**config.mk**
```make
export PLATFORM = sky130hd
export DESIGN_NAME = pc_sequencer
export DESIGN_NICKNAME = d
export VERILOG_FILES = /design/src/logic/rv_fetch_pkg.sv /design/src/logic/pc_sequencer.sv
export SDC_FILE = /design/constraint.sdc
export NUM_CORES = 1
export LEC_CHECK = 0
export CAP_MARGIN = 20
export CORE_MARGIN = 5
export CORE_UTILIZATION = 65
export CTS_BUF_LIST = sky130_fd_sc_hd__clkbuf_2
export DETAILED_ROUTE_END_ITERATION = 8
export DONT_BUFFER_PORTS = 1
export GPL_TIMING_DRIVEN = 0
export PLACE_DENSITY = 0.81
export SYNTH_ARGS = -nofsm -noshare
export SYNTH_HDL_FRONTEND = slang
export SYNTH_SLANG_ARGS = --single-unit
```
**constraint.sdc**
```tcl
create_clock -name clk -period 3.1 [get_ports clk]
set_input_delay 0.155 -clock clk [delete_from_list [all_inputs] [get_ports clk]]
set_output_delay 0.155 -clock clk [all_outputs]
set_load 0.1 [all_outputs]
```
**src/logic/rv_fetch_pkg.sv**
```systemverilog
`default_nettype none

package rv_fetch_pkg;

  // Architectural width of addresses on the fetch path
  localparam int XLEN = 32;

  // Byte address used for pc values and branch targets
  typedef logic [XLEN-1:0] xaddr_t;

  // One 32-bit instruction word, compressed encodings are not supported
  typedef logic [31:0] instr_t;

  // Every instruction is one word, so sequential fetch steps by four bytes
  localparam xaddr_t INSTR_BYTES = 32'd4;

  // Canonical addi x0,x0,0 that fills a flushed slot
  localparam instr_t I_NOP = 32'h0000_0013;

  // Address fetched while reset is held
  localparam xaddr_t RESET_PC = 32'h0000_0000;

  // Branch target buffer geometry
  // The index sits just above the two byte-offset bits and the tag is the rest
  localparam int BTB_INDEX_BITS = 4;
  localparam int BTB_ENTRIES = 1 << BTB_INDEX_BITS;
  localparam int BTB_TAG_BITS = XLEN - BTB_INDEX_BITS - 2;
  typedef logic [BTB_INDEX_BITS-1:0] btb_index_t;
  typedef logic [BTB_TAG_BITS-1:0] btb_tag_t;

  // Instruction memory geometry, word indexed by address bits 9 down to 2
  localparam int IMEM_ADDR_BITS = 8;
  localparam int IMEM_DEPTH = 1 << IMEM_ADDR_BITS;
  typedef logic [IMEM_ADDR_BITS-1:0] imem_index_t;

  // Fetch from pc_next so a predicted target is read in the cycle it is chosen
  localparam bit BPRED_EARLY_FETCH = 1'b1;

endpackage

`default_nettype wire

```
**src/logic/pc_sequencer.sv**
```systemverilog
`timescale 1ns/10ps
`default_nettype none

module pc_sequencer import rv_fetch_pkg::*; (
  input  logic   clk,
  input  logic   rst_n,
  input  logic   stall,
  input  logic   redirect,
  input  logic   btb_hit,
  input  logic   btb_pred_taken,
  input  xaddr_t redirect_pc,
  input  xaddr_t btb_target,
  output xaddr_t pc,
  output xaddr_t pc_next
);

  // A prediction only steers fetch when the entry hit and says taken
  logic predict_taken;

  assign predict_taken = btb_hit && btb_pred_taken;

  // Next fetch address
  // A back-end redirect always wins since it corrects a wrong path
  // A taken BTB hit comes next and otherwise fetch runs sequentially
  always_comb begin
    if (!rst_n) begin
      // The last reset cycle already fetches the reset vector
      pc_next = RESET_PC;
    end else if (redirect) begin
      pc_next = redirect_pc;
    end else if (predict_taken) begin
      pc_next = btb_target;
    end else begin
      pc_next = pc + INSTR_BYTES;
    end
  end

  // Architectural fetch pc
  // It follows pc_next one cycle later and freezes while the front end stalls
  always_ff @(posedge clk) begin
    if (!rst_n) begin
      pc <= RESET_PC;
    end else if (!stall) begin
      pc <= pc_next;
    end
  end

  // Both the held pc and the chosen next address must stay on word boundaries
  // A misaligned redirect or BTB target from outside would break the RAM index
  a_pc_word_aligned: assert property (
    @(posedge clk) disable iff (!rst_n)
    (pc[1:0] == 2'b00) && (pc_next[1:0] == 2'b00)
  ) else $error("pc_sequencer: misaligned pc %h or pc_next %h", pc, pc_next);

endmodule

`default_nettype wire

```
; ---- Yosys cells after proc, flatten, opt, wreduce, memory -nomap -nowiden
; Index checks and enable logic that the tools add are counted.
[classes]
muxes = 3
n_reduce_logical = 1
addsub = 1
[ops]
columns = cell, n
row1 = 32-bit 2-to-1 mux, 3
row2 = 32-bit by 3-bit adder with 32-bit output (second input constant), 1
row3 = 1-bit logical AND, 1
[totals]
word_cells = 6
in_bits = 70
regBits = 32
out_inout_bits = 64

; ---- Depth between registers and ports, before layout
[depth]
word_depth = 4
depth_mapped = 7

; ---- Worst setup path before layout
; Ideal clock, no wire load.
[synth_path]
path_kind = flip-flop to output port
from = reg pc[7]
to = out pc_next[31]
slack_ps = -1690
t_required_ps = 2945
arrival_ps = 4635
path_stages_with_launch = 7
cell_sequence = dfxtp_1 > nand4_4 > or3_1 > buf_6 > or4_4 > xnor2_1 > o21ai_0
[synth_between]
elab_chain_len = 4
[synth_lines]
columns = item, line_no
row1 = start: declaration, pc_sequencer.sv:13  ; output xaddr_t pc,
row2 = start signal: assignment, pc_sequencer.sv:44  ; pc <= pc_next;
row3 = 32-bit by 3-bit adder with 32-bit output, pc_sequencer.sv:34  ; pc_next = pc + INSTR_BYTES;
row4 = 32-bit 2-to-1 mux, pc_sequencer.sv:31  ; end else if (predict_taken) begin
row5 = 32-bit 2-to-1 mux, pc_sequencer.sv:29  ; end else if (redirect) begin
row6 = 32-bit 2-to-1 mux, pc_sequencer.sv:26  ; if (!rst_n) begin
row7 = end: declaration, pc_sequencer.sv:14  ; output xaddr_t pc_next
; No other way between the ends.

; ---- Final worst setup path
[layout_path]
from = reg pc[15]
to = out pc_next[29]
; The elaborated chain is that of the path after synthesis.

==> run summary <==
Depth of the most critical reg-to-reg path -> 7
Syn-to-layout area delta -> 26.7%
WL final -> 11.4 mm
Routed vias/inst -> 7.36
Reg with most FFs -> pc
Worst EP arrival -> 3.02 ns
DRT iter0 DRCs -> 448
Max FFs per register -> 32
Die footprint -> 5750 um2
Most common cell after layout, fill and taps aside -> nand2_1
Violated checks -> hold timing, setup timing
Top flop regs -> pc: 32 flops
Post-detail-place hpwl -> 7.79 mm
Slew HR -> 26.3%
Tcrit/Tclk final -> 102%
DR DRC count -> 0
Asr flop ratio synth -> 0%
Final antenna-violating net count -> 0
IO Pins -> 134
Worst min path class -> in -> reg
Hold WS -> -0.00619 ns
Vias in the first global route -> 3,375
# rows -> 24
Worst setup path start -> pc[15]$_SDFFE_PN0N_
Tot GR Track Use -> 38.7%
Synthesized instance count -> 412
Leak -> 1.25 nW
CTS root buf -> clkbuf_2
R2R Path End -> pc[30]$_SDFFE_PN0N_
#FFs+latches synth -> 32
CP max FO -> 7
Syn_nets -> 483
Core Util, Final -> 83.7%
DR WL/cell -> 23.3 um
Hold_sp -> redirect_pc[9]
Netlist cell types -> 55
Share of layout cells above drive strength 1 -> 25.5%
Total congestion overflow -> 0
Fin. Hold Viols -> 2
Commonest non-fill, non-tap cells in the layout -> 57 x nand2_1, 36 x o21ai_0, 30 x nor2_1
Maximum vdd drop -> 0.406 mV
CTS tree -> built
Post-Syn Area -> 2820 um2
Outcome -> complete, but fails checks
Fmax -> 315 MHz
Maxcap violations -> 0
Area after DPL -> 3120 um2
Critical path capture point type -> output port
Antenna cells -> 0
Critical Path Source Type -> flip-flop
Vias -> 3,590
Slew Limit Fails -> 0
Sequential area share after synthesis -> 22.8%
Setup Viol. Count Final -> 2
Min-Delay Endpoint -> pc[9]$_SDFFE_PN0N_
CTS Buf Count -> 5
First-pass GRT wire length -> 16.6 mm
Htree depth -> 2
GPL Wtd Cong -> 0.943
Initial antenna violation count -> 0
Worst Clk Skew -> 0.0216 ns
Worst skew pair latency -> 0.43 ns
RSZ-0062 raised after global routing -> yes
TritonRoute pass-1 iters -> 5
Clk sinks -> 32
Top_reg_cell synth -> dfxtp_1
Crit path required time -> 2.94 ns
Crit path kind -> reg -> out
Buffers on Ports -> 0
Final instance area -> 3570 um2
Hold depth -> 2
Syn avg cell area -> 6.83 um2
Minimum clock period -> 3.17 ns
Clock buffer depth -> 2
Flop2flop setup slack -> 0.69 ns
Worst-Margin Slew -> 1.10 ns
Worst setup slack after layout -> -0.0739 ns
EDFF count, synth -> 0
Largest net degree at the start of global routing -> 11
Clock transition at path regs -> 0.19 ns
Final net count -> 506
Die height -> 75.8 um
Yosys Warn Count -> 0
Die width -> 75.8 um
Crit Reg-Reg Startpoint -> pc[2]$_SDFFE_PN0N_
Core area -> 4260 um2
PwrDens -> 413 nW/um2
Starting Density -> 66.0%
[routing by layer]
metal / share of wire (%) / vias to the layer above / track usage, % / routed length (um)
met5: 0 / - / 0 / 0
met4: 4.7 / 0 / 21.6 / 540
met3: 15 / 68 / 13.6 / 1710
met2: 46 / 321 / 63.4 / 5220
met1: 34 / 1651 / 43.5 / 3910
li1: - / 1550 / - / -
[cell usage after synthesis (8+ instances only)]
| cell | n | area share (%) |
|---|---|---|
| clkbuf_1 | 25 | 3.3 |
| dfxtp_1 | 32 | 23 |
| and2_1 | 8 | 1.8 |
| nor3_1 | 15 | 2.7 |
| o21ai_0 | 42 | 7.5 |
| xnor2_1 | 12 | 3.7 |
| nor2_1 | 38 | 5.1 |
| nand3_1 | 23 | 4.1 |
| nand2_1 | 58 | 7.7 |
| inv_1 | 11 | 1.5 |
| a21oi_1 | 21 | 3.7 |
[kinds of logic (layout without fill, tap and decap cells)]
family                     Yosys count  count (layout)  synth area share (%)
adders and majority gates            1               1                 0.444
AOI/OAI and AO/OA                  115             115                  26.9
DFF                                 32              32                  22.8
and+or+nand+nor                    195             195                  34.9
xor gates and xnor gates            19              19                  5.91
muxes                                6               6                  2.13
buffers and inverters               44              68                  6.93
[where the power goes]
group	internal [mW]	switching, mW	leakage [nW]
Clock	0.0602	0.166	0.0306
Combinational	0.129	0.415	0.939
Sequential	0.438	0.266	0.282
[through the flow]
stage / setup TNS (ns) / worst slack (ns) / hold slack, ns / total power [mW] / cells
CTS: -0.152 / -0.0700 / 0.00370 / 1.44 / 487
floorplan: -0.109 / -0.109 / 0.371 / 1.12 / 412
global route: -0.402 / -0.130 / 0.0278 / 1.51 / 488
detailed placement: -2.19 / -0.295 / 0.410 / 1.22 / 470
finish: -0.133 / -0.0739 / -0.00619 / 1.47 / 488
global placement: -1.95 / -0.267 / 0.387 / 1.18 / 464
[critical path, cell delays in order, from the launching register on]
cell	delay, ns
dfxtp_4	0.62
and4_4	0.30
nand4_1	0.18
buf_6	0.23
nor3_4	0.18
xnor2_1	0.12
a211oi_4	0.96
[how the worst max path moves through the flow]
stage	slack [ns]	cells after the start	to
2_1_floorplan	-0.11	6	pc_next[31]
3_3_place_gp	-0.27	6	pc_next[31]
3_5_place_dp	-0.30	6	pc_next[31]
4_1_cts	-0.07	6	pc_next[29]
5_1_grt	-0.13	6	pc_next[29]
6_report	-0.07	6	pc_next[29]
[layout make-up]
| class | instances | area, um2 |
|---|---|---|
| multi-input cells | 336 | 2340 |
| repair buffers | 18 | 190 |
| flip-flops and latches | 32 | 739 |
| well taps | 52 | 65.1 |
| fillers | 278 | 697 |
| clock buffers | 7 | 35.0 |
| clock inverters | 1 | 3.75 |
| inverters | 12 | 45.0 |
| plain buffers | 30 | 150 |
[repair_timing]
| action | 4_1_cts | 5_1_grt |
|---|---|---|
| cloned | 0 | 0 |
| hold buffers | 1 | 0 |
| setup endpoints to repair | 26 | 13 |
| buffers inserted | 9 | 2 |
| endpoints found under the hold margin | 1 | 0 |
| pin swaps | 9 | 14 |
| resized for setup | 67 | 24 |
Power figures use the tool's default switching activity.
