--- src/logic/rv_fetch_pkg.sv ---
`default_nettype none

package rv_fetch_pkg;

  // Architectural width of addresses on the fetch path
  localparam int XLEN = 32;

  // Byte address used for pc values and branch targets
  typedef logic [XLEN-1:0] xaddr_t;

  // One 32-bit instruction word, compressed encodings are not supported
  typedef logic [31:0] instr_t;

  // Every instruction is one word, so sequential fetch steps by four bytes
  localparam xaddr_t INSTR_BYTES = 32'd4;

  // Canonical addi x0,x0,0 that fills a flushed slot
  localparam instr_t I_NOP = 32'h0000_0013;

  // Address fetched while reset is held
  localparam xaddr_t RESET_PC = 32'h0000_0000;

  // Branch target buffer geometry
  // The index sits just above the two byte-offset bits and the tag is the rest
  localparam int BTB_INDEX_BITS = 4;
  localparam int BTB_ENTRIES = 1 << BTB_INDEX_BITS;
  localparam int BTB_TAG_BITS = XLEN - BTB_INDEX_BITS - 2;
  typedef logic [BTB_INDEX_BITS-1:0] btb_index_t;
  typedef logic [BTB_TAG_BITS-1:0] btb_tag_t;

  // Instruction memory geometry, word indexed by address bits 9 down to 2
  localparam int IMEM_ADDR_BITS = 8;
  localparam int IMEM_DEPTH = 1 << IMEM_ADDR_BITS;
  typedef logic [IMEM_ADDR_BITS-1:0] imem_index_t;

  // Fetch from pc_next so a predicted target is read in the cycle it is chosen
  localparam bit BPRED_EARLY_FETCH = 1'b1;

endpackage

`default_nettype wire

--- src/logic/branch_target_buffer.sv ---
`timescale 1ns/10ps
`default_nettype none

module branch_target_buffer import rv_fetch_pkg::*; (
  input  logic   clk,
  input  logic   rst_n,
  input  logic   update_en,
  input  logic   update_taken,
  input  xaddr_t lookup_pc,
  input  xaddr_t update_pc,
  input  xaddr_t update_target,
  output logic   hit,
  output logic   pred_taken,
  output xaddr_t target
);

  // Entry storage
  // Only the valid bits are control state and the payload arrays hold data
  logic [BTB_ENTRIES-1:0] entry_valid;
  btb_tag_t               entry_tag    [BTB_ENTRIES];
  xaddr_t                 entry_target [BTB_ENTRIES];
  logic                   entry_taken  [BTB_ENTRIES];

  btb_index_t lookup_index;
  btb_tag_t   lookup_tag;
  btb_index_t update_index;
  btb_tag_t   update_tag;

  // Split both addresses into index and tag
  // Bits 1 and 0 are the byte offset of a word and never reach the table
  assign lookup_index = lookup_pc[BTB_INDEX_BITS+1:2];
  assign lookup_tag   = lookup_pc[XLEN-1:BTB_INDEX_BITS+2];
  assign update_index = update_pc[BTB_INDEX_BITS+1:2];
  assign update_tag   = update_pc[XLEN-1:BTB_INDEX_BITS+2];

  // Combinational lookup on the current pc
  // A hit needs a valid entry whose tag matches the upper pc bits
  always_comb begin
    hit        = entry_valid[lookup_index] && (entry_tag[lookup_index] == lookup_tag);
    // A stale taken bit in a missing entry must not leak out
    pred_taken = hit && entry_taken[lookup_index];
    target     = entry_target[lookup_index];
  end

  // Valid bits clear on reset and are set by every update
  always_ff @(posedge clk) begin
    if (!rst_n) begin
      entry_valid <= '0;
    end else if (update_en) begin
      entry_valid[update_index] <= 1'b1;
    end
  end

  // Payload fields for the updated entry
  // A new branch simply replaces whatever aliased into the same slot
  always_ff @(posedge clk) begin
    if (update_en) begin
      entry_tag[update_index]    <= update_tag;
      entry_target[update_index] <= update_target;
      entry_taken[update_index]  <= update_taken;
    end
  end

  // The sequencer trusts pred_taken only together with hit
  a_taken_implies_hit: assert property (
    @(posedge clk) disable iff (!rst_n)
    pred_taken |-> hit
  ) else $error("branch_target_buffer: pred_taken without hit");

  // An update must be visible to a lookup of the same pc on the next cycle
  a_update_visible: assert property (
    @(posedge clk) disable iff (!rst_n)
    update_en ##1 (lookup_pc == $past(update_pc))
    |-> hit && (target == $past(update_target))
  ) else $error("branch_target_buffer: update not visible one cycle later");

endmodule

`default_nettype wire

--- config.mk ---
export PLATFORM = sky130hd
export DESIGN_NAME = branch_target_buffer
export DESIGN_NICKNAME = d
export VERILOG_FILES = /design/src/logic/rv_fetch_pkg.sv /design/src/logic/branch_target_buffer.sv
export SDC_FILE = /design/constraint.sdc
export NUM_CORES = 1
export LEC_CHECK = 0
export BUFFER_PORTS_ARGS = -buffer_cell sky130_fd_sc_hd__buf_4
export CELL_PAD_IN_SITES_DETAIL_PLACEMENT = 0
export CELL_PAD_IN_SITES_GLOBAL_PLACEMENT = 1
export CORE_MARGIN = 8
export CORE_UTILIZATION = 40
export DETAILED_ROUTE_END_ITERATION = 8
export GPL_TIMING_DRIVEN = 0
export PLACE_DENSITY = 0.67
export SLEW_MARGIN = 20
export SYNTH_ARGS = -nofsm -noshare
export SYNTH_HDL_FRONTEND = slang
export SYNTH_SLANG_ARGS = --single-unit
--- constraint.sdc ---
create_clock -name clk -period 12.73 [get_ports clk]
set_clock_uncertainty 0.2 [all_clocks]
set_input_delay 0 -clock clk [delete_from_list [all_inputs] [get_ports clk]]
set_output_delay 0 -clock clk [all_outputs]
set_load 0.02 [all_outputs]
# Word-level counts from Yosys, hierarchy flattened
# Memories as Yosys holds them, arrays and structs flattened.
# Cells that the tools add are included.
# classes
n_lt_le_gt_ge	3
n_eq_ne	1
n_mux	6
n_bitwise	1
n_reduce_logical	3
# ops
op	count
$eq 26x26->1	1
$or 16x16->16	1
$lt 4x5->1 const B	2
$bmux 1 s4	1
$demux 1 s4	1
$ge 4x1->1 const B	1
$mux 1	4
$logic_and 1x1->1	3
# totals
register_bits	16
mem_bits_rw	944
inputBits	100
output_inout_bits	34
word_cells	18
mem_count	3
# memory_table
name	depth	width	read_ports	rd_clocked_by_memory_dff	write_ports	line_no	rtl
entry_target	16	32	1	0	1	branch_target_buffer.sv:21	xaddr_t entry_target [BTB_ENTRIES];
entry_tag	16	26	1	0	1	branch_target_buffer.sv:20	btb_tag_t entry_tag [BTB_ENTRIES];
entry_taken	16	1	1	0	1	branch_target_buffer.sv:22	logic entry_taken [BTB_ENTRIES];

# Depth between registers and ports, before layout
# logic_depth
ltp_word	5
depth_mapped	10

# Least setup slack after synthesis
# OpenSTA, ideal clock, no wires.
# synth_path
kind	input to register
startpoint	in update_pc[3]
endpoint	mem entry_tag[0][0] (netlist name) (enable)
setup_time_ns	0.552
arrival_ns	4.580
setup_slack_ns	7.399
cell_stages	2
n_path_buf	0
cell_sequence	or3b_2 nor3_1
# synth_lines
item	line_no	rtl
start, declared	branch_target_buffer.sv:10	input xaddr_t update_pc,
end, declared	branch_target_buffer.sv:20	
# No word-level cell before the write port.

# Final worst setup path
# layout_path
startpoint	mem entry_tag[3][7] (netlist name)
endpoint	out hit
# layout_between
elab_chain_len	3
# layout_rtl
item	line_no	rtl
$mem_v2 16x26	-	
$eq 26x26->1	branch_target_buffer.sv:39	hit = entry_valid[lookup_index] && (entry_tag[lookup_index] == lookup_tag);
$logic_and 1x1->1	branch_target_buffer.sv:39	
end, declared	branch_target_buffer.sv:12	output logic hit,
# Every way passes these cells.

==> impl_metrics.json <==
{
  "gr-total-overflow": 0,
  "rrSetupSlack_ns": 11.38,
  "stdcell_area_um2": 45100,
  "ys_types": 57,
  "tightest_slew_ns": 1.02,
  "hold_path.class": "in -> reg",
  "p_per_area_nw_per_um2": 150,
  "rsz0062_at_grt": "no",
  "fin_crit_sh": 0.315,
  "synthToLayoutAreaGrowth_pct": 22.6,
  "setup_ws_ns": 8.71,
  "syn_avg_cell_area_um2": 23.6,
  "dieArea_um2": 102000,
  "place_area_um2": 41000,
  "cp-end-kind": "output port",
  "async_flop_share": 0,
  "tns_ns": 0,
  "setup_viol_count_final": 0,
  "synth_seq_cells": 960,
  "drive_gt1_frac": 0.337,
  "wl_per_cell_um": 29.1,
  "grt_pass1_vias": 18900,
  "hold_path_end": "entry_tag[2][10]$_DFFE_PP_",
  "die_x_um": 319,
  "min_path_cells": 2,
  "syn-instance-count": 1559,
  "tritoncts": "done",
  "postRouteAntennaNets": 0,
  "nFillCells": 7259,
  "hold_viol_final": 0,
  "reg2regPathDepth": 2,
  "dp_hpwl_mm": 62.8,
  "layout.nets": 2081,
  "io_buffers": 127,
  "drc_errors": 0,
  "drt-total-wl_mm": 94.3,
  "crit_chain": "mux4_2 -> mux2_4 -> a22oi_2 -> xnor2_1 -> a2111oi_2 -> nand4_1 -> nor3_1 -> buf_4",
  "fin_crit_ns": 4.02,
  "final_util": 0.493,
  "first_pass_iters": 5,
  "rows": 111,
  "path_delay_family": "compound AO/OA/AOI/OAI gates",
  "synth_ff_type": "edfxtp_1",
  "timing.fmax_ghz": 0.249,
  "synth_edf_count": 944,
  "fp.dieH_um": 319,
  "grt_max_degree": 18,
  "cap_violations": 0,
  "yosysWarnings": 0,
  "ir_worst_vdd_v": 0.000148,
  "clockBufferDepth": 3,
  "status": "finished clean",
  "grt_pass1_wl_mm": 135,
  "startpoint_type": "register",
  "syn_nets": 1659,
  "num_io_pins": 134,
  "clock_latency_ns": 0.64,
  "root_buffer": "clkbuf_16",
  "path_buf_inv": 1,
  "slowest_delay_ns": 0.67,
  "start_util": 0.402,
  "clk_pin_slew_ns": 0.07,
  "cts_buffers": 94,
  "slew_headroom": 0.321,
  "cts_setup_buffers": 0,
  "syn_area_um2": 36800,
  "coreArea_um2": 91500,
  "htreeDepth": 3,
  "cp_slowest_cell": "a2111oi_2",
  "cts_num_sinks": 960,
  "leakage_nw": 14.7,
  "hold_path_startpoint": "update_pc[16]",
  "critPathArrivalTime_ns": 3.82,
  "maxSlewViolCount": 0,
  "drt_iter0_drc": 1768,
  "critPathMaxFanout": 2,
  "routed-via-count": 18000,
  "place_ws_ns": 8.80,
  "antenna_found_initial": 3,
  "critPathKind": "reg -> out",
  "ys_seq_area_frac": 0.778,
  "reg2reg_from": "entry_valid[12]$_SDFFE_PN0P_",
  "track_usage": 0.182,
  "drt-vias-per-instance": 5.55,
  "gp_congestion": 0.762,
  "cp.required_ns": 12.53,
  "r2r-end": "entry_valid[12]$_SDFFE_PN0P_"
}
## state kept, by name (all words and copies together) (netlist names)
register	count
entry_taken	16
entry_target	512
entry_valid	16
entry_tag	416
## final cells by class
class / instances / area, um2 / area share
antenna: 3 / 7.51 / 0.000166
buffer: 75 / 407 / 0.00901
clock buffer: 111 / 2460 / 0.0545
clock inverter: 62 / 618 / 0.0137
inverter: 6 / 22.5 / 0.000499
multi-input combinational: 518 / 7850 / 0.174
sequential: 960 / 28700 / 0.635
tap: 1186 / 1480 / 0.0329
timing repair buffer: 326 / 3630 / 0.0805
## logic make-up after synthesis
group                  synth area share
AO/OA/AOI/OAI                    0.0176
XOR/XNOR                        0.00618
buffers and inverters            0.0115
flip-flops                        0.778
multiplexers                      0.176
AND/OR/NAND/NOR                  0.0107
## worst max path at each step
stage / startpoint / endpoint / slack, ns / depth (start not counted)
6_report: entry_tag[3][7]$_DFFE_PP_ / hit / 8.71 / 8
5_1_grt: lookup_pc[3] / pred_taken / 8.55 / 12
2_1_floorplan: update_pc[3] / entry_tag[0][0]$_DFFE_PP_ / 7.40 / 2
3_5_place_dp: lookup_pc[3] / target[14] / 8.80 / 9
4_1_cts: entry_tag[2][7]$_DFFE_PP_ / hit / 8.73 / 8
3_3_place_gp: update_pc[3] / entry_target[1][8]$_DFFE_PP_ / 1.02 / 3
## through the flow
step / hold slack [ns] / cells / power (mW)
2_1_floorplan: -0.101 / 1559 / 3.84
3_3_place_gp: 0.0823 / 2872 / 4.02
3_5_place_dp: 0.100 / 2965 / 4.05
4_1_cts: 0.000588 / 3244 / 6.85
5_1_grt: 0.0130 / 3244 / 6.99
6_report: 0.0203 / 3247 / 6.79
## per-layer routing
metal | GRT usage | routed length, um | part of all wire | vias to the layer above
li1 | - | - | - | 7576
met3 | 0.0296 | 5100 | 0.054 | 103
met1 | 0.243 | 39200 | 0.42 | 9762
met2 | 0.318 | 48500 | 0.51 | 581
met4 | 0.0369 | 1570 | 0.017 | 0
met5 | 0 | 0 | 0 | -
## timing repair
action                                   CTS  global route
hold endpoints to repair                1240             0
hold buffers                             106             0
resized for setup                          0             0
endpoints found under the setup margin     0             0
## power breakdown
group	internal (mW)	switching [mW]
Clock	1.62	1.17
Combinational	0.203	0.249
Sequential	3.53	0.0136
## synth_stat cells, drive strengths merged (3+ instances only)
library cell | n | share of area
edfxtp | 944 | 0.77
o211ai | 5 | 0.0010
o21a | 17 | 0.0035
nand2 | 12 | 0.0012
a22oi | 11 | 0.0024
mux2 | 8 | 0.0025
xnor2 | 7 | 0.0017
a21oi | 7 | 0.00095
buf | 57 | 0.0091
inv | 6 | 0.00061
clkbuf | 18 | 0.0018
nand2b | 6 | 0.0010
mux4 | 252 | 0.15
nor2b | 6 | 0.0010
nand3 | 9 | 0.0012
a22o | 4 | 0.00095
a2111oi | 3 | 0.00088
nor2 | 21 | 0.0021
nor3 | 8 | 0.0011
dfxtp | 16 | 0.0087
mux2i | 70 | 0.019
o22ai | 3 | 0.00051
a221oi | 7 | 0.0017
xor2 | 19 | 0.0045
nand4 | 4 | 0.00068
a211oi | 7 | 0.0014
## cells in the final DEF, fill, tap and decap left out, types with 4 or more instances in the layout
cell type      count
edfxtp_1         944
a22o_1             4
nand2_1           12
buf_16            35
a211oi_1           7
o211ai_1           5
nand3_1            9
dlygate4sd3_1    106
a221oi_1           7
nor2_1             9
nand2b_1           6
a22oi_1           10
buf_2             38
dfxtp_1           16
clkbuf_16         96
buf_12            14
o21a_1            17
a21oi_1            7
xor2_1            19
mux2_2             5
clkinv_2          21
bufinv_16         12
buf_6             16
nor3_1             4
buf_4            171
mux2i_1           70
mux4_2           252
clkbuf_1          33
nor3_2             4
nor2_4            12
clkinv_1          21
xnor2_1            7
nand4_1            4
nor2b_1            6
Power figures use the tool's default switching activity.
