`config.mk`:
```
export PLATFORM = sky130hd
export DESIGN_NAME = if_id_register_flat
export DESIGN_NICKNAME = d
export VERILOG_FILES = /design/src/logic/rv_fetch_pkg.sv /design/src/logic/fetch_bus_if.sv /design/src/logic/if_id_register.sv /design/src/flat_wrapper.sv
export SDC_FILE = /design/constraint.sdc
export NUM_CORES = 1
export LEC_CHECK = 0
export BUFFER_PORTS_ARGS = -buffer_cell sky130_fd_sc_hd__buf_2
export CAP_MARGIN = 20
export CORE_MARGIN = 8
export CORE_UTILIZATION = 48
export CTS_CLUSTER_DIAMETER = 100
export CTS_CLUSTER_SIZE = 25
export DETAILED_ROUTE_END_ITERATION = 7
export GPL_ROUTABILITY_DRIVEN = 1
export PLACE_DENSITY = 0.85
export SLEW_MARGIN = 20
export SYNTH_ARGS = -nofsm -noshare
export SYNTH_HDL_FRONTEND = slang
export SYNTH_SLANG_ARGS = --single-unit
```
`constraint.sdc`:
```
create_clock -name clk -period 2.2 [get_ports clk]
set_clock_uncertainty 0.1 [all_clocks]
set_input_delay 0.66 -clock clk [delete_from_list [all_inputs] [get_ports clk]]
set_output_delay 0.66 -clock clk [all_outputs]
set_load 0.01 [all_outputs]
```
`src/logic/rv_fetch_pkg.sv`:
```
`default_nettype none

package rv_fetch_pkg;

  // Architectural width of addresses on the fetch path
  localparam int XLEN = 32;

  // Byte address used for pc values and branch targets
  typedef logic [XLEN-1:0] xaddr_t;

  // One 32-bit instruction word, compressed encodings are not supported
  typedef logic [31:0] instr_t;

  // Every instruction is one word, so sequential fetch steps by four bytes
  localparam xaddr_t INSTR_BYTES = 32'd4;

  // Canonical addi x0,x0,0 that fills a flushed slot
  localparam instr_t I_NOP = 32'h0000_0013;

  // Address fetched while reset is held
  localparam xaddr_t RESET_PC = 32'h0000_0000;

  // Branch target buffer geometry
  // The index sits just above the two byte-offset bits and the tag is the rest
  localparam int BTB_INDEX_BITS = 4;
  localparam int BTB_ENTRIES = 1 << BTB_INDEX_BITS;
  localparam int BTB_TAG_BITS = XLEN - BTB_INDEX_BITS - 2;
  typedef logic [BTB_INDEX_BITS-1:0] btb_index_t;
  typedef logic [BTB_TAG_BITS-1:0] btb_tag_t;

  // Instruction memory geometry, word indexed by address bits 9 down to 2
  localparam int IMEM_ADDR_BITS = 8;
  localparam int IMEM_DEPTH = 1 << IMEM_ADDR_BITS;
  typedef logic [IMEM_ADDR_BITS-1:0] imem_index_t;

  // Fetch from pc_next so a predicted target is read in the cycle it is chosen
  localparam bit BPRED_EARLY_FETCH = 1'b1;

endpackage

`default_nettype wire

```
`src/logic/fetch_bus_if.sv`:
```
`timescale 1ns/10ps
`default_nettype none

// Carries one fetched slot from the BRAM fetch stage to the IF/ID register
interface fetch_bus_if import rv_fetch_pkg::*; ();

  // Address that was read from the instruction RAM
  xaddr_t pc;
  xaddr_t pc_plus4;

  // Prediction buffered alongside that fetch address
  logic   btb_hit;
  logic   btb_pred_taken;
  xaddr_t btb_target;

  // The fetch stage owns every field
  modport source (
    output pc, pc_plus4, btb_hit, btb_pred_taken, btb_target
  );

  // The IF/ID register only samples them
  modport sink (
    input pc, pc_plus4, btb_hit, btb_pred_taken, btb_target
  );

endinterface

`default_nettype wire

```
`src/logic/if_id_register.sv`:
```
`timescale 1ns/10ps
`default_nettype none

module if_id_register import rv_fetch_pkg::*; (
  input  logic   clk,
  input  logic   rst_n,
  input  logic   stall,
  fetch_bus_if.sink fetch_bus,
  output xaddr_t pc_id,
  output xaddr_t pc_plus4_id,
  output xaddr_t btb_target_id,
  output logic   btb_hit_id,
  output logic   btb_pred_taken_id
);

  // One more cycle on the address side
  // The instruction spends that cycle in the RAM, so both sides meet here
  always_ff @(posedge clk) begin
    if (!rst_n) begin
      pc_id             <= RESET_PC;
      pc_plus4_id       <= RESET_PC + INSTR_BYTES;
      btb_hit_id        <= 1'b0;
      btb_pred_taken_id <= 1'b0;
      btb_target_id     <= '0;
    end else if (!stall) begin
      pc_id             <= fetch_bus.pc;
      pc_plus4_id       <= fetch_bus.pc_plus4;
      btb_hit_id        <= fetch_bus.btb_hit;
      btb_pred_taken_id <= fetch_bus.btb_pred_taken;
      btb_target_id     <= fetch_bus.btb_target;
    end
  end

  // The increment is computed in the fetch stage, so check it survives the hop
  a_plus4_consistent: assert property (
    @(posedge clk) disable iff (!rst_n)
    pc_plus4_id == pc_id + INSTR_BYTES
  ) else $error("if_id_register: pc_plus4_id %h for pc_id %h", pc_plus4_id, pc_id);

endmodule

`default_nettype wire

```
`src/flat_wrapper.sv`:
```
// flat-port wrapper written by rule: the top's interface ports become plain ports
module if_id_register_flat import rv_fetch_pkg::*;
  (clk, rst_n, stall, pc_id, pc_plus4_id, btb_target_id, btb_hit_id, btb_pred_taken_id, fetch_bus_pc, fetch_bus_pc_plus4, fetch_bus_btb_hit, fetch_bus_btb_pred_taken, fetch_bus_btb_target);
  fetch_bus_if fetch_bus_i ();
  input  logic clk;
  input  logic rst_n;
  input  logic stall;
  output xaddr_t pc_id;
  output xaddr_t pc_plus4_id;
  output xaddr_t btb_target_id;
  output logic btb_hit_id;
  output logic btb_pred_taken_id;
  input wire logic [$bits(fetch_bus_i.pc)-1:0] fetch_bus_pc;
  input wire logic [$bits(fetch_bus_i.pc_plus4)-1:0] fetch_bus_pc_plus4;
  input wire logic [$bits(fetch_bus_i.btb_hit)-1:0] fetch_bus_btb_hit;
  input wire logic [$bits(fetch_bus_i.btb_pred_taken)-1:0] fetch_bus_btb_pred_taken;
  input wire logic [$bits(fetch_bus_i.btb_target)-1:0] fetch_bus_btb_target;
  assign fetch_bus_i.pc = fetch_bus_pc;
  assign fetch_bus_i.pc_plus4 = fetch_bus_pc_plus4;
  assign fetch_bus_i.btb_hit = fetch_bus_btb_hit;
  assign fetch_bus_i.btb_pred_taken = fetch_bus_btb_pred_taken;
  assign fetch_bus_i.btb_target = fetch_bus_btb_target;
  if_id_register u_core (.clk(clk), .rst_n(rst_n), .stall(stall), .fetch_bus(fetch_bus_i), .pc_id(pc_id), .pc_plus4_id(pc_plus4_id), .btb_target_id(btb_target_id), .btb_hit_id(btb_hit_id), .btb_pred_taken_id(btb_pred_taken_id));
endmodule
```
; After elaboration in Yosys (flattened, before gate mapping)
; Index checks and enable logic that the tools add are counted.
[word_totals]
input_bits = 101
elab_cells = 5
out_inout_bits = 98
register_bits = 98

; Depth between registers and ports, before layout
; Gate-level depths: netlist of the first run.
[logic_depth]
ltp_word = 0
ltp_mapped = 5
ltp_nobuf = 2

; Worst setup path before layout of the first run
; Ideal clock, no wire load.
[synth_timing]
path_type = input -> register
start = in stall
end = reg u_core.pc_plus4_id[2]
setup_time_ps = 124
setup_slack_ps = 654
arrival_time_ps = 1323
n_path_buf = 3
required_ps = 1976
stages = 5
cell_sequence = buf_4 > buf_6 > buf_8 > mux2i_1 > nand2_1
[synth_lines]
columns = element, line_no
row1 = "start, declared", flat_wrapper.sv:7  ; input logic stall;
row2 = "end signal, assigned", if_id_register.sv:21  ; pc_plus4_id <= RESET_PC + INSTR_BYTES;
row3 = "end signal, assigned", if_id_register.sv:27  ; pc_plus4_id <= fetch_bus.pc_plus4;
row4 = "end, declared", if_id_register.sv:10  ; output xaddr_t pc_plus4_id,

; Worst setup path in the final report of the first run
[layout_timing]
start = reg u_core.pc_id[25]
end = out pc_id[25]
[layout_lines]
columns = element, line_no
row1 = "start, declared", if_id_register.sv:9  ; output xaddr_t pc_id,
row2 = "start signal, assigned", if_id_register.sv:26  ; pc_id <= fetch_bus.pc;
row3 = "end, declared", flat_wrapper.sv:8  ; output xaddr_t pc_id;
; No word-level cell between the ends.

==> flow_summary_export.csv, run 1 <==
group,metric,value,unit
detailed_routing,viasPerCell,4.615,
floorplan,boundaryPins,199,
hold_path,holdCritStartpoint,"u_core.pc_plus4_id[2]",
power_and_ir_drop,p_leak,2.573,nW
synth,synth_top_family_by_area,"multiplexers",
synth,syn_area,3695,um^2
timing,worstMarginPinSlew,0.3910,ns
cts,insertion_delay,0.34,ns
timing,rsz0062_at_grt,"false",
worst_setup_path,required,1.44,ns
finish,layout.cells.non_filler,613,
finish,multi_input_area,1592,um^2
global_routing,grt_antenna_before_repair,0,
cts,clock_path_buffers,2,
worst_setup_path,cp.buffers_inverters,1,
hold_path,hold_depth,2,
hold_path,hold_path_end,"u_core.pc_plus4_id[2]",
synth,yosys.area.top_type,"dfxtp_1",
cts,cts_buffers,9,
power_and_ir_drop,ir_drop,0.0004587,V
timing,worst_slack,0.6008,ns
finish,fillers,638,
finish,diodes,0,
worst_setup_path,worst_r2r_path_depth,2,
synth,synthAdderAreaFrac,0,%
synth,netlist_top_cells_area,"dfxtp_1 53%, mux2i_1 27%, nor2b_1 16%",
worst_setup_path,crit_fanout,2,
global_routing,grt_pass1_wl,14.74,mm
detailed_routing,vias,2829,
cts,htreeDepth,3,
worst_setup_path,max_stage_delay,0.36,ns
detailed_routing,antenna_left,0,
synth,synth.distinct_cells,9,
synth,ys.flop_type,"dfxtp_1",
synth,synth_nets,416,
synth,netlist_instances,315,
worst_setup_path,reg2reg_from,"u_core.btb_target_id[6]",
timing,period_minus_slack,1.599,ns
hold_path,holdCritPathClass,"register to register",
floorplan,coreArea,7607,um^2
cts,cts.sinks,98,
detailed_routing,wl_per_cell,14.83,um
worst_setup_path,crit_family,"flip-flops",
cts,cts_tree,"done",
finish,syn2layout_area_growth,33.02,%
timing,fmax,625.3,MHz
global_routing,grt_overflow_total,0,
synth,yosysTopAreaCellShare,53.10,%
timing,setup_viol,0,
global_routing,grt_max_degree,54,
timing,setup-tns-final,0,ns
floorplan,die_y,103.7,um
worst_setup_path,slowest_stage,"dfxtp_1",
synth,syn_area_per_cell,11.73,um^2
run,cap_violations,0,
global_routing,grt_usage,16.35,%
synth,synth_commonest_cells,"98 x dfxtp_1, 98 x mux2i_1, 97 x nor2b_1",
cts,cts_root_buffer,"clkbuf_8",
synth,ys_seq_area_share,53.10,%
detailed_routing,drt_drc_violations_left,0,
floorplan,start_util,48.57,%
power_and_ir_drop,power_density,722.2,nW/um^2
placed_design,numPortBuffers,198,
finish,drive_gt1_share,42.07,%
worst_setup_path,reg2reg_slack,1.44,ns
timing,fin_crit_sh,72.69,%
timing,maxSlewHeadroom,73.93,%
placed_design,dp_hpwl,7.080,mm
synth,synth-xor-area-share,0,%
timing,drv_slew,0,
global_routing,grt_pass1_vias,3007,
synth,synth_mux_area_share,26.55,%
worst_setup_path,cp_cell_sequence,"buf_2",
synth,synth_warnings,0,
synth,yosys.area_share.simple,16.53,%
floorplan,rows,32,
cts,post_cts_resized,0,
worst_setup_path,worstSetupPathType,"register to primary output",
placed_design,placedCellCount,598,
placed_design,detailedPlace.worstSlack,0.5150,ns
floorplan,die_area,10760,um^2
detailed_routing,drt-total-wl,9.092,mm
finish,register_area,1962,um^2
synth,synth_seq_cells,98,
synth,ys_async_sr_fraction,0,%
status,status,"complete, no violations",
synth,synth_compound_area_share,0,%
worst_setup_path,r2r_end,"u_core.btb_target_id[6]",
placed_design,gp_congestion,0.7131,
finish,nNetsFinal,608,
cts,postCtsHoldBufs,0,
detailed_routing,dr.pass1.iters,4,
worst_setup_path,crit_arrival,0.84,ns
synth,synth_edf_count,0,
worst_setup_path,cp-start-kind,"register",
cts,clkSlewWorstSetupHoldPaths,0.09,ns
floorplan,die_w,103.7,um
timing,hold_viol_final,0,
detailed_routing,drtIter0Drc,56,
cts,postCtsSetupRepairBufs,0,
worst_setup_path,cp-end-kind,"primary output",
final cells by class:
cell class / count / area share (%)
flip-flops and latches: 98 / 39.92
clock inverters: 3 / 0.8147
multi-input cells: 196 / 32.38
repair buffers: 202 / 21.33
well taps: 102 / 2.597
clock buffers: 12 / 2.953
routing by layer:
layer / GRT usage (%) / share of wire [%]
met5: 0 / 0
met2: 27.59 / 48
met3: 7.745 / 10
met4: 5.274 / 0.92
met1: 17.66 / 41
cell families after synthesis:
logic type / after synthesis
flops: 98
buf+inv: 21
mux: 98
simple gates: 98
tightest hold or removal path, cell delays in order (launching register included):
cell,delay (ns)
dfxtp_1,0.33
mux2i_1,0.07
nand2_1,0.06
cells in the final DEF, fill, tap and decap left out:
master / instances
clkinv_2: 2
clkbuf_8: 10
mux2i_1: 98
buf_2: 197
buf_12: 2
buf_4: 3
nor2b_1: 97
clkbuf_1: 2
nand2_1: 1
bufinv_16: 1
dfxtp_1: 98
worst max path at each step:
| stage | start | endpoint | slack [ns] | depth (start not counted) |
|---|---|---|---|---|
| after CTS | u_core.pc_id[25] | pc_id[25] | 0.57 | 1 |
| final | u_core.pc_id[25] | pc_id[25] | 0.60 | 1 |
| after global routing | u_core.pc_plus4_id[9] | pc_plus4_id[9] | 0.54 | 1 |
| after global placement | stall | u_core.pc_plus4_id[2] | 0.55 | 4 |
| after detailed placement | stall | u_core.pc_id[10] | 0.52 | 4 |
| after floorplan | stall | u_core.pc_plus4_id[2] | 0.65 | 5 |
flip-flops by register name, indices dropped and copies added (netlist names):
register                  flops
u_core.btb_target_id         32
u_core.pc_plus4_id           32
u_core.btb_hit_id             1
u_core.pc_id                 32
u_core.btb_pred_taken_id      1
where the power goes:
| group | leakage (nW) | total (mW) | internal, mW | switching (mW) |
|---|---|---|---|---|
| Combinational | 1.67 | 0.517 | 0.271 | 0.246 |
| Sequential | 0.809 | 1.93 | 1.88 | 0.0502 |
| Clock | 0.0962 | 1.10 | 0.549 | 0.554 |
metrics by stage:
step,hold slack [ns],util (%),total power [mW],instance area [um^2]
after floorplan,0.4166,-,2.262,3695
after global placement,0.3615,62.17,2.475,4730
final,0.3766,64.61,3.549,4915
after global routing,0.4191,64.61,3.732,4915
after CTS,0.3785,64.61,3.603,4915
after detailed placement,0.3556,62.17,2.496,4730
Note: power is estimated with default switching activity, not from simulation.
==> inputs of run 2 (changes only) <==
- CORE_UTILIZATION: 48 -> 44
- PLACE_DENSITY: 0.85 -> 0.79
- clock period: 2.2 -> 1.66 ns (I/O delays scaled with it)
==> flow_summary_export.csv, run 2 (synthesis results as in run 1) <==
group,metric,value,unit
run,cap_violations,0,
worst_setup_path,crit_fanout,2,
floorplan,die_w,107.6,um
floorplan,die_area,11590,um^2
worst_setup_path,max_stage_delay,0.35,ns
cts,htreeDepth,3,
worst_setup_path,slowest_stage,"dfxtp_1",
cts,postCtsSetupRepairBufs,0,
placed_design,gp_congestion,0.7373,
hold_path,hold_depth,3,
global_routing,grt_antenna_before_repair,0,
floorplan,start_util,45.19,%
finish,final_common_cell,"buf_2",
detailed_routing,vias,2848,
cts,cts.sinks,98,
global_routing,grt_pass1_vias,3050,
power_and_ir_drop,power_density,977.6,nW/um^2
detailed_routing,drt_drc_violations_left,0,
detailed_routing,viasPerCell,4.550,
worst_setup_path,crit_arrival,0.84,ns
worst_setup_path,reg2reg_from,"u_core.pc_plus4_id[2]",
global_routing,grt_overflow_total,0,
timing,period_minus_slack,1.435,ns
worst_setup_path,cp_cell_sequence,"buf_2",
finish,diodes,0,
worst_setup_path,worst_r2r_path_depth,2,
cts,insertion_delay,0.34,ns
detailed_routing,drt-total-wl,9.627,mm
floorplan,coreArea,8175,um^2
worst_setup_path,cp-end-kind,"primary output",
detailed_routing,antenna_left,0,
cts,cts_tree,"done",
timing,hold_viol_final,0,
global_routing,grt_pass1_wl,14.81,mm
timing,hold_slack,0.2946,ns
finish,fillers,703,
hold_path,holdCritStartpoint,"fetch_bus_btb_target[12]",
worst_setup_path,cp.buffers_inverters,1,
floorplan,die_y,107.6,um
finish,drive_gt1_share,43.57,%
cts,clock_path_buffers,2,
placed_design,dp_hpwl,7.580,mm
power_and_ir_drop,ir_drop,0.0006196,V
worst_setup_path,path_depth,1,
placed_design,numPortBuffers,198,
finish,layout_common_cells,"197 x buf_2, 98 x mux2i_1, 98 x dfxtp_1",
cts,cts_root_buffer,"clkbuf_8",
timing,worstMarginPinSlew,0.2781,ns
cts,post_cts_resized,0,
hold_path,holdCritPathClass,"input pin to register",
timing,fmax,696.8,MHz
global_routing,grt_usage,15.87,%
finish,nNetsFinal,617,
floorplan,rows,33,
status,status,"complete, no violations",
floorplan,boundaryPins,199,
timing,fin_crit_sh,86.45,%
worst_setup_path,critPathLaunch,"u_core.pc_id[10]",
detailed_routing,dr.pass1.iters,4,
global_routing,grt_max_degree,58,
timing,maxSlewHeadroom,81.46,%
worst_setup_path,worstSetupPathType,"register to primary output",
finish,final_core_util,61.66,%
detailed_routing,drtIter0Drc,66,
cts,cts_buffers,9,
timing,rsz0062_at_grt,"false",
worst_setup_path,cp-start-kind,"register",
timing,setup_viol,0,
cts,clkSlewWorstSetupHoldPaths,0.10,ns
power_and_ir_drop,p_leak,2.638,nW
worst_setup_path,required,1.06,ns
finish,largestRegisters,"u_core.btb_target_id: 32 flops, u_core.pc_id: 32 flops, u_core.pc_plus4_id: 32 flops",
timing,drv_slew,0,
detailed_routing,wl_per_cell,15.38,um
worst_setup_path,crit_family,"flip-flops",
power_and_ir_drop,p_total,4.928,mW
finish,syn2layout_area_growth,36.44,%
timing,setup-tns-final,0,ns
cts,postCtsHoldBufs,0,
==> run 2: changes by cell type in the layout (fill, tap and decap cells not counted), sizes merged <==
cell and delta:
inv +1, buf +9, bufinv +1, clkinvlp +1, clkinv +1, clkbuf -3
==> run 2: layout make-up <==
class	count	area (um^2)	area share, %
Sequential cell	98	1962	38.92
Multi-Input combinational cell	196	1592	31.57
Timing Repair Buffer	211	1141	22.64
Tap cell	105	131.4	2.606
Clock buffer	9	123.9	2.457
Clock inverter	7	91.34	1.812
==> run 2: where the power goes <==
part           internal, mW  total (mW)  switching, mW
registers              2.49        2.56         0.0653
logic                 0.378       0.714          0.336
clock network         0.847        1.66          0.811
total                  3.72        4.93           1.21
==> run 2: stage by stage <==
stage	instance area, um^2	std cells	setup slack (ns)
2_1_floorplan	3695	315	0.2756
3_3_place_gp	4826	610	0.1781
3_5_place_dp	4826	610	0.1190
4_1_cts	5041	626	0.2017
5_1_grt	5041	626	0.1531
6_report	5041	626	0.2249
==> run 2: path summary, 6_finish.rpt <==
| check | endpoint | slack (ns) |
|---|---|---|
| max | pc_id[10] | 0.22 |
| min | u_core.btb_target_id[12] | 0.29 |
| min reg2reg | u_core.pc_plus4_id[2] | 0.41 |
| max reg2reg | u_core.pc_plus4_id[2] | 0.90 |
==> run 2: metal layers <==
metal / routed length, um / GRT usage (%)
met3: 944 / 5.988
met4: 172 / 5.649
met1: 3896 / 16.95
met2: 4614 / 27.85
met5: 0 / 0
